===== config.mk =====
export PLATFORM = sky130hd
export DESIGN_NAME = rvc_decompressor
export DESIGN_NICKNAME = d
export VERILOG_FILES = /design/src/rvc_pkg.sv /design/src/rvc_align_if.sv /design/src/rvc_align_fsm.sv /design/src/rvc_fetch_buffer.sv /design/src/rvc_expander.sv /design/src/rvc_decompressor.sv
export SDC_FILE = /design/constraint.sdc
export NUM_CORES = 1
export LEC_CHECK = 0
export ABC_CLOCK_PERIOD_IN_PS = 8600
export BUFFER_PORTS_ARGS = -buffer_cell sky130_fd_sc_hd__buf_2
export CAP_MARGIN = 20
export CORE_UTILIZATION = 50
export CTS_BUF_LIST = sky130_fd_sc_hd__clkbuf_8 sky130_fd_sc_hd__clkbuf_16
export DETAILED_ROUTE_END_ITERATION = 16
export PLACE_DENSITY_LB_ADDON = 0.12
export SYNTH_ARGS = -nofsm -noshare
export SYNTH_HDL_FRONTEND = slang
export SYNTH_HIERARCHICAL = 1
export SYNTH_SLANG_ARGS = --single-unit

===== constraint.sdc =====
create_clock -name i_clk -period 8.6 [get_ports i_clk]
set_input_delay 1.29 -clock i_clk [delete_from_list [all_inputs] [get_ports i_clk]]
set_output_delay 1.29 -clock i_clk [all_outputs]
set_load 0.01 [all_outputs]

===== src/rvc_pkg.sv =====
// shared RV32C types, opcode patterns and helpers used by the compressed front end blocks
package rvc_pkg;

  typedef logic [31:0] instr_t;     // one base instruction word
  typedef logic [15:0] cinstr_t;    // one compressed halfword
  typedef logic [4:0]  reg_addr_t;  // x0..x31
  typedef logic [2:0]  creg_addr_t; // x8..x15 encoded

  localparam logic [1:0] OPCODE_NC = 2'b11; // low bits of a full-size instruction

  // compressed patterns, ordered so that the special cases can be matched first
  localparam cinstr_t C_ZERO     = 16'b000_0_00000_00000_00;
  localparam cinstr_t C_NOP      = 16'b000_0_00000_00000_01;
  localparam cinstr_t C_EBREAK   = 16'b100_1_00000_00000_10;
  localparam cinstr_t C_LWSP     = 16'b010_?_?????_?????_10;
  localparam cinstr_t C_SWSP     = 16'b110_?_?????_?????_10;
  localparam cinstr_t C_LW       = 16'b010_???_???_??_???_00;
  localparam cinstr_t C_SW       = 16'b110_???_???_??_???_00;
  localparam cinstr_t C_J        = 16'b101_?_?????_?????_01;
  localparam cinstr_t C_JAL      = 16'b001_?_?????_?????_01;
  localparam cinstr_t C_JR       = 16'b100_0_?????_00000_10;
  localparam cinstr_t C_JALR     = 16'b100_1_?????_00000_10;
  localparam cinstr_t C_BEQZ     = 16'b110_???_???_?????_01;
  localparam cinstr_t C_BNEZ     = 16'b111_???_???_?????_01;
  localparam cinstr_t C_ADDI     = 16'b000_?_?????_?????_01;
  localparam cinstr_t C_ADDI16SP = 16'b011_?_00010_?????_01;
  localparam cinstr_t C_ADDI4SPN = 16'b000_????????_???_00;
  localparam cinstr_t C_SLLI     = 16'b000_?_?????_?????_10;
  localparam cinstr_t C_SRLI     = 16'b100_?_00_???_?????_01;
  localparam cinstr_t C_SRAI     = 16'b100_?_01_???_?????_01;
  localparam cinstr_t C_ANDI     = 16'b100_?_10_???_?????_01;
  localparam cinstr_t C_LI       = 16'b010_?_?????_?????_01;
  localparam cinstr_t C_LUI      = 16'b011_?_?????_?????_01;
  localparam cinstr_t C_MV       = 16'b100_0_?????_?????_10;
  localparam cinstr_t C_ADD      = 16'b100_1_?????_?????_10;
  localparam cinstr_t C_SUB      = 16'b100_0_11_???_00_???_01;
  localparam cinstr_t C_XOR      = 16'b100_0_11_???_01_???_01;
  localparam cinstr_t C_OR       = 16'b100_0_11_???_10_???_01;
  localparam cinstr_t C_AND      = 16'b100_0_11_???_11_???_01;

  localparam logic [6:0] OP_LOAD   = 7'b0000011;
  localparam logic [6:0] OP_STORE  = 7'b0100011;
  localparam logic [6:0] OP_BRANCH = 7'b1100011;
  localparam logic [6:0] OP_JAL    = 7'b1101111;
  localparam logic [6:0] OP_JALR   = 7'b1100111;
  localparam logic [6:0] OP_IMM    = 7'b0010011;
  localparam logic [6:0] OP_OP     = 7'b0110011;
  localparam logic [6:0] OP_LUI    = 7'b0110111;

  localparam instr_t INSTR_NOP  = 32'h0000_0013; // addi x0, x0, 0
  localparam instr_t INSTR_ZERO = 32'h0000_0000;

  // source of the word handed to the decode stage
  typedef enum logic [2:0] {
    sel_joint,     // fetched word as is
    sel_lower,     // expand low half
    sel_upper,     // expand high half
    sel_split,     // current low half over saved high half
    sel_upper_old, // expand saved high half
    sel_none       // bubble
  } align_sel_e;

  // compressed register fields only reach x8..x15
  function automatic reg_addr_t expand_creg(input creg_addr_t i_creg);
    return {2'b01, i_creg};
  endfunction

endpackage


===== src/rvc_align_if.sv =====
// selector and compression flags exchanged between the alignment FSM and the fetch buffer
`timescale 1ns/1ps

interface rvc_align_if;

  rvc_pkg::align_sel_e sel;  // which source feeds o_instr this cycle
  logic lower_comp;          // low half of i_instr is compressed
  logic upper_comp;          // high half compressed, only valid behind a compressed low half
  logic upper_comp_old;      // high half of the saved word is compressed

  modport fsm_mp (
    output sel,
    input  lower_comp,
    input  upper_comp,
    input  upper_comp_old
  );

  modport buf_mp (
    input  sel,
    output lower_comp,
    output upper_comp,
    output upper_comp_old
  );

endinterface


===== src/rvc_align_fsm.sv =====
// alignment FSM that tracks halfword position and drives the selector and fetch-control strobes
`timescale 1ns/1ps

module rvc_align_fsm (
  input  logic               i_clk,
  input  logic               i_rst,
  input  logic               i_update_comp,   // pipeline advance strobe
  input  logic               i_bypass_decomp,
  input  logic               i_branch_taken,
  input  logic               i_half_pc_addr,  // pc not word aligned
  input  logic               i_half_npc_addr, // npc not word aligned
  rvc_align_if.fsm_mp        align,
  output logic               o_offset_pc,
  output logic               o_refetch,
  output logic               o_freeze_pc,
  output logic               o_compressed
);

  typedef enum logic [2:0] {
    st_full_joint,     // aligned 32-bit word
    st_full_split,     // 32-bit word across two fetches
    st_half_lower,     // compressed low half
    st_half_upper,     // compressed high half of the current word
    st_half_upper_old, // compressed high half of the saved word
    st_fetch_next      // landed mid-word, wait for the next fetch
  } state_e;

  state_e state_q;     // state of the last strobed cycle
  state_e state_d;     // state for this cycle, drives the outputs
  logic   branch_q;
  logic   half_pc_q;
  logic   half_npc_q;
  logic   redirect_half;

  always_ff @(posedge i_clk) begin
    if (i_rst) begin
      state_q    <= st_full_joint;
      branch_q   <= 1'b0;
      half_pc_q  <= 1'b0;
      half_npc_q <= 1'b0;
    end else if (i_update_comp) begin
      state_q    <= state_d;
      branch_q   <= i_branch_taken;
      half_pc_q  <= i_half_pc_addr;
      half_npc_q <= i_half_npc_addr;
    end
  end

  always_comb begin
    case (state_q)
      st_full_joint: begin
        if (branch_q && half_pc_q) state_d = st_fetch_next;
        else if (align.lower_comp) state_d = st_half_lower;
        else                       state_d = st_full_joint;
      end
      st_half_lower: begin
        if (branch_q && !half_pc_q) begin  // branch back onto a word boundary
          state_d = align.lower_comp ? st_half_lower : st_full_joint;
        end else begin
          state_d = align.upper_comp_old ? st_half_upper : st_full_split;
        end
      end
      st_half_upper, st_half_upper_old: begin
        if (branch_q && half_pc_q) begin
          state_d = align.upper_comp ? st_half_upper : st_full_split;
        end else begin
          state_d = align.lower_comp ? st_half_lower : st_full_joint;
        end
      end
      st_full_split: begin
        if (branch_q && !half_npc_q) begin
          state_d = align.lower_comp ? st_half_lower : st_full_joint;
        end else begin
          state_d = align.upper_comp_old ? st_half_upper : st_full_split;
        end
      end
      st_fetch_next: begin
        state_d = align.upper_comp_old ? st_half_upper_old : st_full_split;
      end
      default: state_d = st_full_joint;
    endcase
  end

  assign redirect_half = i_branch_taken & (i_half_pc_addr | half_npc_q);

  always_comb begin
    align.sel    = rvc_pkg::sel_none;
    o_compressed = 1'b0;
    o_offset_pc  = 1'b0;
    o_refetch    = 1'b0;
    o_freeze_pc  = 1'b0;
    if (i_bypass_decomp) begin
      align.sel = rvc_pkg::sel_joint; // raw word, no strobes
    end else begin
      case (state_d)
        st_full_joint: begin
          align.sel   = rvc_pkg::sel_joint;
          o_refetch   = redirect_half;
          o_freeze_pc = redirect_half;
        end
        st_half_lower: begin
          align.sel    = rvc_pkg::sel_lower;
          o_compressed = 1'b1;
          o_offset_pc  = !align.upper_comp && i_half_npc_addr;
        end
        st_half_upper: begin
          align.sel    = rvc_pkg::sel_upper;
          o_compressed = 1'b1;
        end
        st_full_split: begin
          align.sel   = rvc_pkg::sel_split;
          o_offset_pc = !align.upper_comp && i_half_npc_addr;
        end
        st_half_upper_old: begin
          align.sel    = rvc_pkg::sel_upper_old;
          o_compressed = 1'b1;
        end
        st_fetch_next: begin
          o_offset_pc = 1'b1; // bubble while the next word arrives
          o_freeze_pc = 1'b1;
        end
        default: align.sel = rvc_pkg::sel_none;
      endcase
    end
  end

  a_state_legal: assert property (@(posedge i_clk) disable iff (i_rst)
    state_q inside {st_full_joint, st_full_split, st_half_lower,
                    st_half_upper, st_half_upper_old, st_fetch_next});

  a_refetch_freeze: assert property (@(posedge i_clk) disable iff (i_rst)
    o_refetch |-> o_freeze_pc);

endmodule


===== src/rvc_fetch_buffer.sv =====
// saved fetch word, compression detection, halfword pick and output mux of the RVC front end
`timescale 1ns/1ps

module rvc_fetch_buffer (
  input  logic             i_clk,
  input  logic             i_rst,
  input  logic             i_update_comp,
  input  rvc_pkg::instr_t  i_instr,     // word from fetch
  input  rvc_pkg::instr_t  i_expanded,  // expander result for o_half
  rvc_align_if.buf_mp      align,
  output rvc_pkg::cinstr_t o_half,      // halfword to expand
  output rvc_pkg::instr_t  o_instr
);

  rvc_pkg::instr_t saved_q; // previous fetch word

  always_ff @(posedge i_clk) begin
    if (i_rst) begin
      saved_q <= rvc_pkg::INSTR_ZERO;
    end else if (i_update_comp) begin
      saved_q <= i_instr;
    end
  end

  // a high half only starts an instruction when the low half was a compressed one
  always_comb begin
    align.lower_comp     = (i_instr[1:0] != rvc_pkg::OPCODE_NC);
    align.upper_comp     = (i_instr[17:16] != rvc_pkg::OPCODE_NC) && align.lower_comp;
    align.upper_comp_old = (saved_q[17:16] != rvc_pkg::OPCODE_NC);
  end

  always_comb begin
    case (align.sel)
      rvc_pkg::sel_lower:     o_half = i_instr[15:0];
      rvc_pkg::sel_upper:     o_half = i_instr[31:16];
      rvc_pkg::sel_upper_old: o_half = saved_q[31:16];
      default:                o_half = '0; // nothing to expand
    endcase
  end

  always_comb begin
    case (align.sel)
      rvc_pkg::sel_joint: o_instr = i_instr;
      rvc_pkg::sel_split: o_instr = {i_instr[15:0], saved_q[31:16]}; // join halves
      rvc_pkg::sel_none:  o_instr = rvc_pkg::INSTR_ZERO;
      default:            o_instr = i_expanded;
    endcase
  end

  a_none_is_zero: assert property (@(posedge i_clk) disable iff (i_rst)
    (align.sel == rvc_pkg::sel_none) |-> (o_instr == rvc_pkg::INSTR_ZERO));

endmodule


===== src/rvc_expander.sv =====
// combinational expansion of one RV32C halfword into its equivalent RV32I instruction
`timescale 1ns/1ps

module rvc_expander (
  input  rvc_pkg::cinstr_t i_half,
  output rvc_pkg::instr_t  o_instr
);

  rvc_pkg::reg_addr_t rd_full;   // rd/rs1 at [11:7]
  rvc_pkg::reg_addr_t rs2_full;  // rs2 at [6:2]
  rvc_pkg::reg_addr_t rs1_p;     // rs1'/rd' at [9:7]
  rvc_pkg::reg_addr_t rs2_p;     // rs2'/rd' at [4:2]
  logic [11:0]        imm6_sext; // ci-format signed imm
  logic [11:0]        lw_off;    // c.lw / c.sw byte offset
  logic [11:0]        lwsp_off;
  logic [11:0]        swsp_off;
  logic [11:0]        sp16_imm;  // c.addi16sp
  logic [11:0]        spn_imm;   // c.addi4spn
  logic [11:1]        j_off;
  logic [8:1]         b_off;

  assign rd_full   = i_half[11:7];
  assign rs2_full  = i_half[6:2];
  assign rs1_p     = rvc_pkg::expand_creg(i_half[9:7]);
  assign rs2_p     = rvc_pkg::expand_creg(i_half[4:2]);
  assign imm6_sext = {{6{i_half[12]}}, i_half[12], i_half[6:2]};

  assign lw_off   = {5'b0, i_half[5], i_half[12:10], i_half[6], 2'b0};
  assign lwsp_off = {4'b0, i_half[3:2], i_half[12], i_half[6:4], 2'b0};
  assign swsp_off = {4'b0, i_half[8:7], i_half[12:9], 2'b0};
  assign sp16_imm = {{3{i_half[12]}}, i_half[4:3], i_half[5], i_half[2], i_half[6], 4'b0};
  assign spn_imm  = {2'b0, i_half[10:7], i_half[12:11], i_half[5], i_half[6], 2'b0};

  // offset bits scattered over [12:2]
  assign j_off = {i_half[12], i_half[8], i_half[10:9], i_half[6],
                  i_half[7], i_half[2], i_half[11], i_half[5:3]};
  assign b_off = {i_half[12], i_half[6:5], i_half[2], i_half[11:10], i_half[4:3]};

  // first match wins, so special encodings sit above their general patterns
  always_comb begin
    casez (i_half)
      rvc_pkg::C_ZERO:   o_instr = rvc_pkg::INSTR_ZERO; // illegal all-zero half
      rvc_pkg::C_NOP:    o_instr = rvc_pkg::INSTR_NOP;
      rvc_pkg::C_EBREAK: o_instr = 32'h0010_0073;       // ebreak

      rvc_pkg::C_LWSP: begin
        o_instr = {lwsp_off, 5'd2, 3'b010, rd_full, rvc_pkg::OP_LOAD};
      end
      rvc_pkg::C_SWSP: begin
        o_instr = {swsp_off[11:5], rs2_full, 5'd2, 3'b010, swsp_off[4:0], rvc_pkg::OP_STORE};
      end
      rvc_pkg::C_LW: begin
        o_instr = {lw_off, rs1_p, 3'b010, rs2_p, rvc_pkg::OP_LOAD};
      end
      rvc_pkg::C_SW: begin
        o_instr = {lw_off[11:5], rs2_p, rs1_p, 3'b010, lw_off[4:0], rvc_pkg::OP_STORE};
      end

      rvc_pkg::C_J: begin   // jal x0
        o_instr = {j_off[11], j_off[10:1], j_off[11], {8{j_off[11]}},
                   5'd0, rvc_pkg::OP_JAL};
      end
      rvc_pkg::C_JAL: begin // jal x1
        o_instr = {j_off[11], j_off[10:1], j_off[11], {8{j_off[11]}},
                   5'd1, rvc_pkg::OP_JAL};
      end
      rvc_pkg::C_JR:   o_instr = {12'b0, rd_full, 3'b000, 5'd0, rvc_pkg::OP_JALR};
      rvc_pkg::C_JALR: o_instr = {12'b0, rd_full, 3'b000, 5'd1, rvc_pkg::OP_JALR};

      rvc_pkg::C_BEQZ: begin
        o_instr = {b_off[8], {2{b_off[8]}}, b_off[8:5], 5'd0, rs1_p, 3'b000,
                   b_off[4:1], b_off[8], rvc_pkg::OP_BRANCH};
      end
      rvc_pkg::C_BNEZ: begin
        o_instr = {b_off[8], {2{b_off[8]}}, b_off[8:5], 5'd0, rs1_p, 3'b001,
                   b_off[4:1], b_off[8], rvc_pkg::OP_BRANCH};
      end

      rvc_pkg::C_ADDI: begin
        o_instr = {imm6_sext, rd_full, 3'b000, rd_full, rvc_pkg::OP_IMM};
      end
      rvc_pkg::C_ADDI16SP: begin
        o_instr = {sp16_imm, 5'd2, 3'b000, 5'd2, rvc_pkg::OP_IMM};
      end
      rvc_pkg::C_ADDI4SPN: begin
        o_instr = {spn_imm, 5'd2, 3'b000, rs2_p, rvc_pkg::OP_IMM};
      end
      rvc_pkg::C_SLLI: begin
        o_instr = {6'b0, i_half[12], rs2_full, rd_full, 3'b001, rd_full, rvc_pkg::OP_IMM};
      end
      rvc_pkg::C_SRLI: begin
        o_instr = {6'b0, i_half[12], rs2_full, rs1_p, 3'b101, rs1_p, rvc_pkg::OP_IMM};
      end
      rvc_pkg::C_SRAI: begin // funct7 0100000
        o_instr = {6'b010000, i_half[12], rs2_full, rs1_p, 3'b101, rs1_p, rvc_pkg::OP_IMM};
      end
      rvc_pkg::C_ANDI: begin
        o_instr = {imm6_sext, rs1_p, 3'b111, rs1_p, rvc_pkg::OP_IMM};
      end

      rvc_pkg::C_LI: begin  // addi rd, x0, imm
        o_instr = {imm6_sext, 5'd0, 3'b000, rd_full, rvc_pkg::OP_IMM};
      end
      rvc_pkg::C_LUI: begin
        o_instr = {{14{i_half[12]}}, i_half[12], i_half[6:2], rd_full, rvc_pkg::OP_LUI};
      end

      rvc_pkg::C_MV: begin  // add rd, x0, rs2
        o_instr = {7'b0, rs2_full, 5'd0, 3'b000, rd_full, rvc_pkg::OP_OP};
      end
      rvc_pkg::C_ADD: begin
        o_instr = {7'b0, rs2_full, rd_full, 3'b000, rd_full, rvc_pkg::OP_OP};
      end
      rvc_pkg::C_SUB: begin
        o_instr = {7'b0100000, rs2_p, rs1_p, 3'b000, rs1_p, rvc_pkg::OP_OP};
      end
      rvc_pkg::C_XOR: o_instr = {7'b0, rs2_p, rs1_p, 3'b100, rs1_p, rvc_pkg::OP_OP};
      rvc_pkg::C_OR:  o_instr = {7'b0, rs2_p, rs1_p, 3'b110, rs1_p, rvc_pkg::OP_OP};
      rvc_pkg::C_AND: o_instr = {7'b0, rs2_p, rs1_p, 3'b111, rs1_p, rvc_pkg::OP_OP};

      default: o_instr = rvc_pkg::INSTR_ZERO; // float forms and reserved codes
    endcase
  end

endmodule


===== src/rvc_decompressor.sv =====
// top level of the RV32C front end, joins alignment FSM, fetch buffer and expander
`timescale 1ns/1ps

module rvc_decompressor (
  input  logic            i_clk,
  input  logic            i_rst,
  input  logic            i_update_comp,
  input  logic            i_bypass_decomp,
  input  logic            i_branch_taken,
  input  logic            i_half_pc_addr,
  input  logic            i_half_npc_addr,
  input  rvc_pkg::instr_t i_instr,
  output rvc_pkg::instr_t o_instr,
  output logic            o_compressed,
  output logic            o_offset_pc,
  output logic            o_refetch,
  output logic            o_freeze_pc
);

  rvc_pkg::cinstr_t half;     // picked halfword
  rvc_pkg::instr_t  expanded; // its base form

  rvc_align_if align_i ();

  rvc_align_fsm fsm_i (
    .i_clk           (i_clk),
    .i_rst           (i_rst),
    .i_update_comp   (i_update_comp),
    .i_bypass_decomp (i_bypass_decomp),
    .i_branch_taken  (i_branch_taken),
    .i_half_pc_addr  (i_half_pc_addr),
    .i_half_npc_addr (i_half_npc_addr),
    .align           (align_i.fsm_mp),
    .o_offset_pc     (o_offset_pc),
    .o_refetch       (o_refetch),
    .o_freeze_pc     (o_freeze_pc),
    .o_compressed    (o_compressed)
  );

  rvc_fetch_buffer buf_i (
    .i_clk         (i_clk),
    .i_rst         (i_rst),
    .i_update_comp (i_update_comp),
    .i_instr       (i_instr),
    .i_expanded    (expanded),
    .align         (align_i.buf_mp),
    .o_half        (half),
    .o_instr       (o_instr)
  );

  rvc_expander exp_i (
    .i_half  (half),
    .o_instr (expanded)
  );

endmodule


## Word-level counts from Yosys, hierarchy flattened

Index checks and enable logic that the tools add are counted.

- Equal/unequal tests: 44
- Multiplexer cells: 24
- Bitwise operators: 2
- Reduce and logical (&&, ||, !) cells: 16

Operators by type and width:

| kind | number |
|---|---|
| 32-bit one-hot mux with 11 select lines | 1 |
| 32-bit one-hot mux with 10 select lines | 1 |
| 32-bit one-hot mux with 7 select lines | 1 |
| 32-bit one-hot mux with 3 select lines | 1 |
| 16-bit one-hot mux with 3 select lines | 1 |
| 10-bit == test, second input constant | 4 |
| 3-bit one-hot mux with 5 select lines | 2 |
| 5-bit == test, second input constant | 5 |
| 11-bit == test, second input constant | 2 |
| 7-bit == test, second input constant | 3 |
| 5-bit by 4-bit == test with 1-bit output, second input constant | 4 |
| 3-bit by 2-bit == test with 1-bit output, second input constant | 6 |
| 3-bit == test, second input constant | 6 |
| 3-bit 2-to-1 mux | 6 |
| 16-bit by 1-bit == test with 1-bit output, second input constant | 1 |
| 16-bit == test, second input constant | 1 |
| 16-bit logical NOT | 1 |
| 6-bit == test, second input constant | 2 |
| 10-bit by 9-bit == test with 1-bit output, second input constant | 1 |
| 3-bit by 1-bit == test with 1-bit output, second input constant | 3 |
| 3-bit logical NOT | 3 |
| 1-bit 2-to-1 mux | 6 |
| 2-bit 2-to-1 mux | 3 |
| 2-bit inequality test, second input constant | 3 |
| other kinds (11) | 19 |

- Register bits after elaboration: 38
- Input port bits: 39
- Output and inout port bits: 36
- Logic and storage cells: 91

## Logic depth before layout (Yosys ltp)

- Word-level depth: 15
- Mapped depth: 24
- Depth with buffers taken out: 19

## Cells and area by module

Netlist, hierarchy kept.

Modules (own cells, without submodules):

| module | instances | cells an instance | area an instance (um^2) | seq. area each (um^2) |
|---|---|---|---|---|
| rvc_fetch_buffer | 1 | 306 | 2,298.5 | 320.3 |
| rvc_expander | 1 | 244 | 1,392.6 | 0.0 |
| rvc_align_fsm | 1 | 69 | 549.3 | 120.1 |

## Worst setup path after synthesis

OpenSTA, ideal clock, no wires.

- Path kind: input port to output port
- Start point: input port i_instr[17]
- End point: output port o_instr[24]
- Arrival time: 5,675 ps
- Data required time: 7,310 ps
- Slack: 1,635 ps
- Cell stages on the path: 21
- Path buffers: 4
- Cell sequence: a22oi_1 -> and3b_1 -> o21a_1 -> o41a_1 -> o21ai_0 -> a21oi_1 -> buf_4 -> nor2b_1 -> buf_2 -> buf_2 -> a22oi_1 -> o21ai_1 -> or2_4 -> or4_1 -> buf_2 -> o41ai_4 -> a221oi_1 -> a32oi_1 -> nand2b_1 -> o2bb2ai_1 -> a211oi_1

- Word-level cells in the longest chain between the ends: 15
- Elaborated cells between the ends (all ways): 51

RTL lines:

| item | RTL line | RTL |
|---|---|---|
| start: declaration | rvc_decompressor.sv:12 | `input rvc_pkg::instr_t i_instr,` |
| 2-bit inequality test * | rvc_fetch_buffer.sv:28 | `align.upper_comp = (i_instr[17:16] != rvc_pkg::OPCODE_NC) && align.lower_comp;` |
| 1-bit logical AND * | rvc_fetch_buffer.sv:28 |  |
| 2-bit 2-to-1 mux * | rvc_align_fsm.sv:65 | `state_d = align.upper_comp ? st_half_upper : st_full_split;` |
| 3-bit 2-to-1 mux * | rvc_align_fsm.sv:64 | `if (branch_q && half_pc_q) begin` |
| 3-bit one-hot mux with 5 select lines * | rvc_align_fsm.sv:50 | `case (state_q)` |
| 3-bit == test, or another cell as far along | rvc_align_fsm.sv:95 | `case (state_d)` |
| 3-bit one-hot mux with 5 select lines * | rvc_align_fsm.sv:95 |  |
| 3-bit 2-to-1 mux * | rvc_align_fsm.sv:92 | `if (i_bypass_decomp) begin` |
| net align_i.sel[0] | rvc_align_if.sv:6 | `rvc_pkg::align_sel_e sel;` |
| (+1 left out) | n/a |  |
| 16-bit one-hot mux with 3 select lines * | rvc_fetch_buffer.sv:33 | `case (align.sel)` |
| net half[5] | rvc_decompressor.sv:20 | `rvc_pkg::cinstr_t half;` |
| 10-bit == test | rvc_expander.sv:41 | `casez (i_half)` |
| 32-bit one-hot mux with 7 select lines | rvc_expander.sv:41 |  |
| 32-bit one-hot mux with 11 select lines | rvc_expander.sv:41 |  |
| 32-bit one-hot mux with 10 select lines * | rvc_expander.sv:41 |  |
| net expanded[24] | rvc_decompressor.sv:21 | `rvc_pkg::instr_t expanded;` |
| 32-bit one-hot mux with 3 select lines * | rvc_fetch_buffer.sv:42 | `case (align.sel)` |
| end: declaration | rvc_decompressor.sv:13 | `output rvc_pkg::instr_t o_instr,` |

The timed path passes the listed nets; every way through them passes the cells marked *.

## Final worst setup path

- Start point: input port i_instr[17]
- End point: output port o_instr[15]

- Word-level cells in the longest chain between the ends: 15
- Elaborated cells between the ends (all ways): 51

RTL lines:

| item | RTL line | RTL |
|---|---|---|
| 2-bit inequality test * | rvc_fetch_buffer.sv:28 |  |
| 1-bit logical AND * | rvc_fetch_buffer.sv:28 |  |
| net align_i.upper_comp | rvc_align_if.sv:8 | `logic upper_comp;` |
| 2-bit 2-to-1 mux * | rvc_align_fsm.sv:65 |  |
| 3-bit 2-to-1 mux * | rvc_align_fsm.sv:64 |  |
| 3-bit one-hot mux with 5 select lines * | rvc_align_fsm.sv:50 |  |
| 3-bit == test, or another cell as far along | rvc_align_fsm.sv:95 |  |
| 3-bit one-hot mux with 5 select lines * | rvc_align_fsm.sv:95 |  |
| (+1 left out) | n/a |  |
| net align_i.sel[0] | rvc_align_if.sv:6 |  |
| (+1 left out) | n/a |  |
| 16-bit one-hot mux with 3 select lines * | rvc_fetch_buffer.sv:33 |  |
| net half[1] | rvc_decompressor.sv:20 |  |
| 10-bit == test, or another cell as far along | rvc_expander.sv:41 |  |
| 32-bit one-hot mux with 7 select lines | rvc_expander.sv:41 |  |
| 32-bit one-hot mux with 11 select lines | rvc_expander.sv:41 |  |
| 32-bit one-hot mux with 10 select lines * | rvc_expander.sv:41 |  |
| net expanded[15] | rvc_decompressor.sv:21 |  |
| 32-bit one-hot mux with 3 select lines * | rvc_fetch_buffer.sv:42 |  |

Marked as above.

==> flow_summary.ini <==
[logic_synthesis]
synth_cell_types = 70
ys_seq_area_frac = 0.104
yosysTopAreaCellShare = 0.104
synthFlopType = dfxtp_1
yosys.area.top_type = dfxtp_1
synth_most_common_cell = nor2_1
yosysWarnings = 6
synth-edff-count = 0
syn_avg_cell_area_um2 = 6.85
synthCells = 619
syn_area_um2 = 4240
synth-async-reset-ratio = 0
ys_seq_elements = 22
synthTopCellsByArea = dfxtp_1 (10%), mux2i_1 (5.2%), nor2_1 (5.0%), a221oi_2 (5.0%), nand2_1 (4.6%)
syn_nets = 658
ys_top_cells_by_count = nor2_1 (57), nand2_1 (52), o21ai_0 (32), clkbuf_1 (29), inv_1 (29)

[worst_hold_path]
hold_class = register to register
hold_start = buf_i/saved_q[20]

[worst_setup_path]
reg2reg_from = fsm_i/branch_q
startpoint = i_instr[17]
critPathCaptureType = output port
cp_max_fo = 18
worstPathArrival_ns = 6.77
worst_setup_path_start_kind = input pin
worstPathRequired_ns = 7.31
crit_type = input pin to output port

[timing]
finalSetupViolCount = 0
worst_slew_pin_slew_ns = 1.12
hold_viol_final = 0
fmax_mhz = 124
setup_ws_ns = 0.536
final-max-slew-violation-count = 0
period_share = 0.938
period_needed_ns = 8.06
tns_ns = 0
rsz0062_at_grt = no
relSlewSlack = 0.253
finClkSkew_ns = 0.00184

[clock_tree]
clock_sinks = 22
clock_latency_ns = 0.27
cts_tree = done
cts_setup_buffers = 0
cts_buffers = 3
cts_root_buffer = clkbuf_8
cts_hold_buffers = 0
clkSlewWorstSetupHoldPaths_ns = 0.09
clock_path_buffers = 2
cts_resized = 0
cts_max_level = 1

[detailed_routing]
drt_iter0_drc = 680
post_drt_wl_per_cell_um = 22.9
drt-pass1-iter-count = 5
post-route-drc-count = 0
drt-total-wl_um = 17800
vias = 5609
via_per_inst = 7.23
ant_nets = 0

[floorplan]
start_util = 0.516
fp.coreArea_um2 = 8220
die_height_um = 94.1
die_area_um2 = 8850
dieWidth_um = 94.1
io_pins = 75
num_rows = 33

[final_layout]
fill_cells = 795
antenna_cells = 0
syn2layout_area_growth_pct = 13.6
layout-drive-gt1-share = 0.232
finish.utilization = 0.586
nets = 712
final_cell_area_um2 = 4820

[power]
totalPowerFinal_uw = 715
powerDensity_nw_per_um2 = 148
p_leak_nw = 1.95
vdd.ir_drop.worst_uv = 108

[placed_design]
preCtsSetupSlack_ns = 0.816
dpl_cell_area_um2 = 4780
globalplace.congestion = 1.01
dp_hpwl_um = 13200
io_buffers = 74

[global_route]
grt_max_degree = 57
grt-ovfl-total = 0
grt_pass1_wl_um = 28000
grt_usage = 0.405
grt_pass1_vias = 5214
antenna_found_initial = 0

[flow_run]
maxCapViolCount = 0

[outcome]
status = finished, final reports clean
[kinds of logic (layout without fill, tap and decap cells)]
family,count (synthesis),count (layout),share of synthesized area
AO/OA/AOI/OAI,244,244,0.451
multiplexers,24,24,0.0581
AND/OR/NAND/NOR,234,234,0.287
flip-flops,22,22,0.104
buffers and inverters,95,147,0.0997
[power breakdown]
group / switching (mW) / leakage, nW / internal [mW]
logic: 0.333 / 1.74 / 0.197
clock network: 0.0375 / 0.0216 / 0.0314
registers: 0.00778 / 0.181 / 0.108
[placed cells by master (no fill, tap or decap), drive strengths merged, types with 3 or more instances in the layout]
cell	instances
a32oi	4
buf	115
nand2b	26
a31oi	7
or3	5
nand4	4
o211ai	3
o2bb2ai	16
and2	3
inv	29
o21ai	51
dfxtp	22
mux2i	22
nor3	17
a22oi	20
a211oi	17
o221a	16
a21oi	21
a21o	6
o21a	4
o22ai	20
o32ai	16
nor2	59
nor4	7
clkbuf	3
nand2	52
nor2b	24
or4	3
or2	4
a221oi	22
nand3	21
[metrics by stage]
stage / cells / hold WS (ns)
floorplan: 619 / 0.485
global placement: 773 / 0.504
detailed placement: 773 / 0.516
CTS: 776 / 0.536
global route: 776 / 0.556
finish: 776 / 0.539
[worst max-delay path, stage by stage]
cell	delay (ns)
buf_2	0.12
a22oi_1	0.33
and3b_1	0.23
o21a_1	0.20
o41ai_4	0.43
nand3_1	0.19
a21oi_4	0.28
nor2b_1	0.26
buf_4	0.28
a22oi_1	0.12
o21ai_1	0.22
buf_12	0.19
nand2b_1	0.35
nor2_1	0.13
a311o_1	0.46
nor2_4	0.28
a211oi_1	0.16
o21ai_0	0.44
inv_1	0.15
o221a_1	0.31
a221oi_2	0.18
buf_2	0.17
[worst paths after layout]
kind	to	cells past startpoint	slack, ns
worst min-delay path	buf_i/saved_q[20]	2	0.54
worst min register to register	buf_i/saved_q[20]	2	0.54
worst max register to register	fsm_i/state_q[1]	5	6.84
worst max-delay path	o_instr[15]	22	0.54
[area by class of cell]
cell class	count	area, um^2	share of cell area
multi-input cells	502	3400	0.707
flip-flops and latches	22	440	0.0914
inverters	29	109	0.0226
well taps	105	131	0.0273
clock buffers	3	41.3	0.00857
repair buffers	115	691	0.143
[metal layers]
| layer | routed length (um) | global-route usage |
|---|---|---|
| met2 | 8170 | 0.659 |
| met3 | 1910 | 0.0574 |
| met5 | 0 | 0 |
| met4 | 1060 | 0.240 |
| met1 | 6620 | 0.503 |
[state kept, by name (all words and copies together), names as in the netlist]
| signal | count |
|---|---|
| buf_i/saved_q | 16 |
| fsm_i/branch_q | 1 |
| fsm_i/half_pc_q | 1 |
| fsm_i/half_npc_q | 1 |
| fsm_i/state_q | 3 |
(Power assumes the default switching activity.)
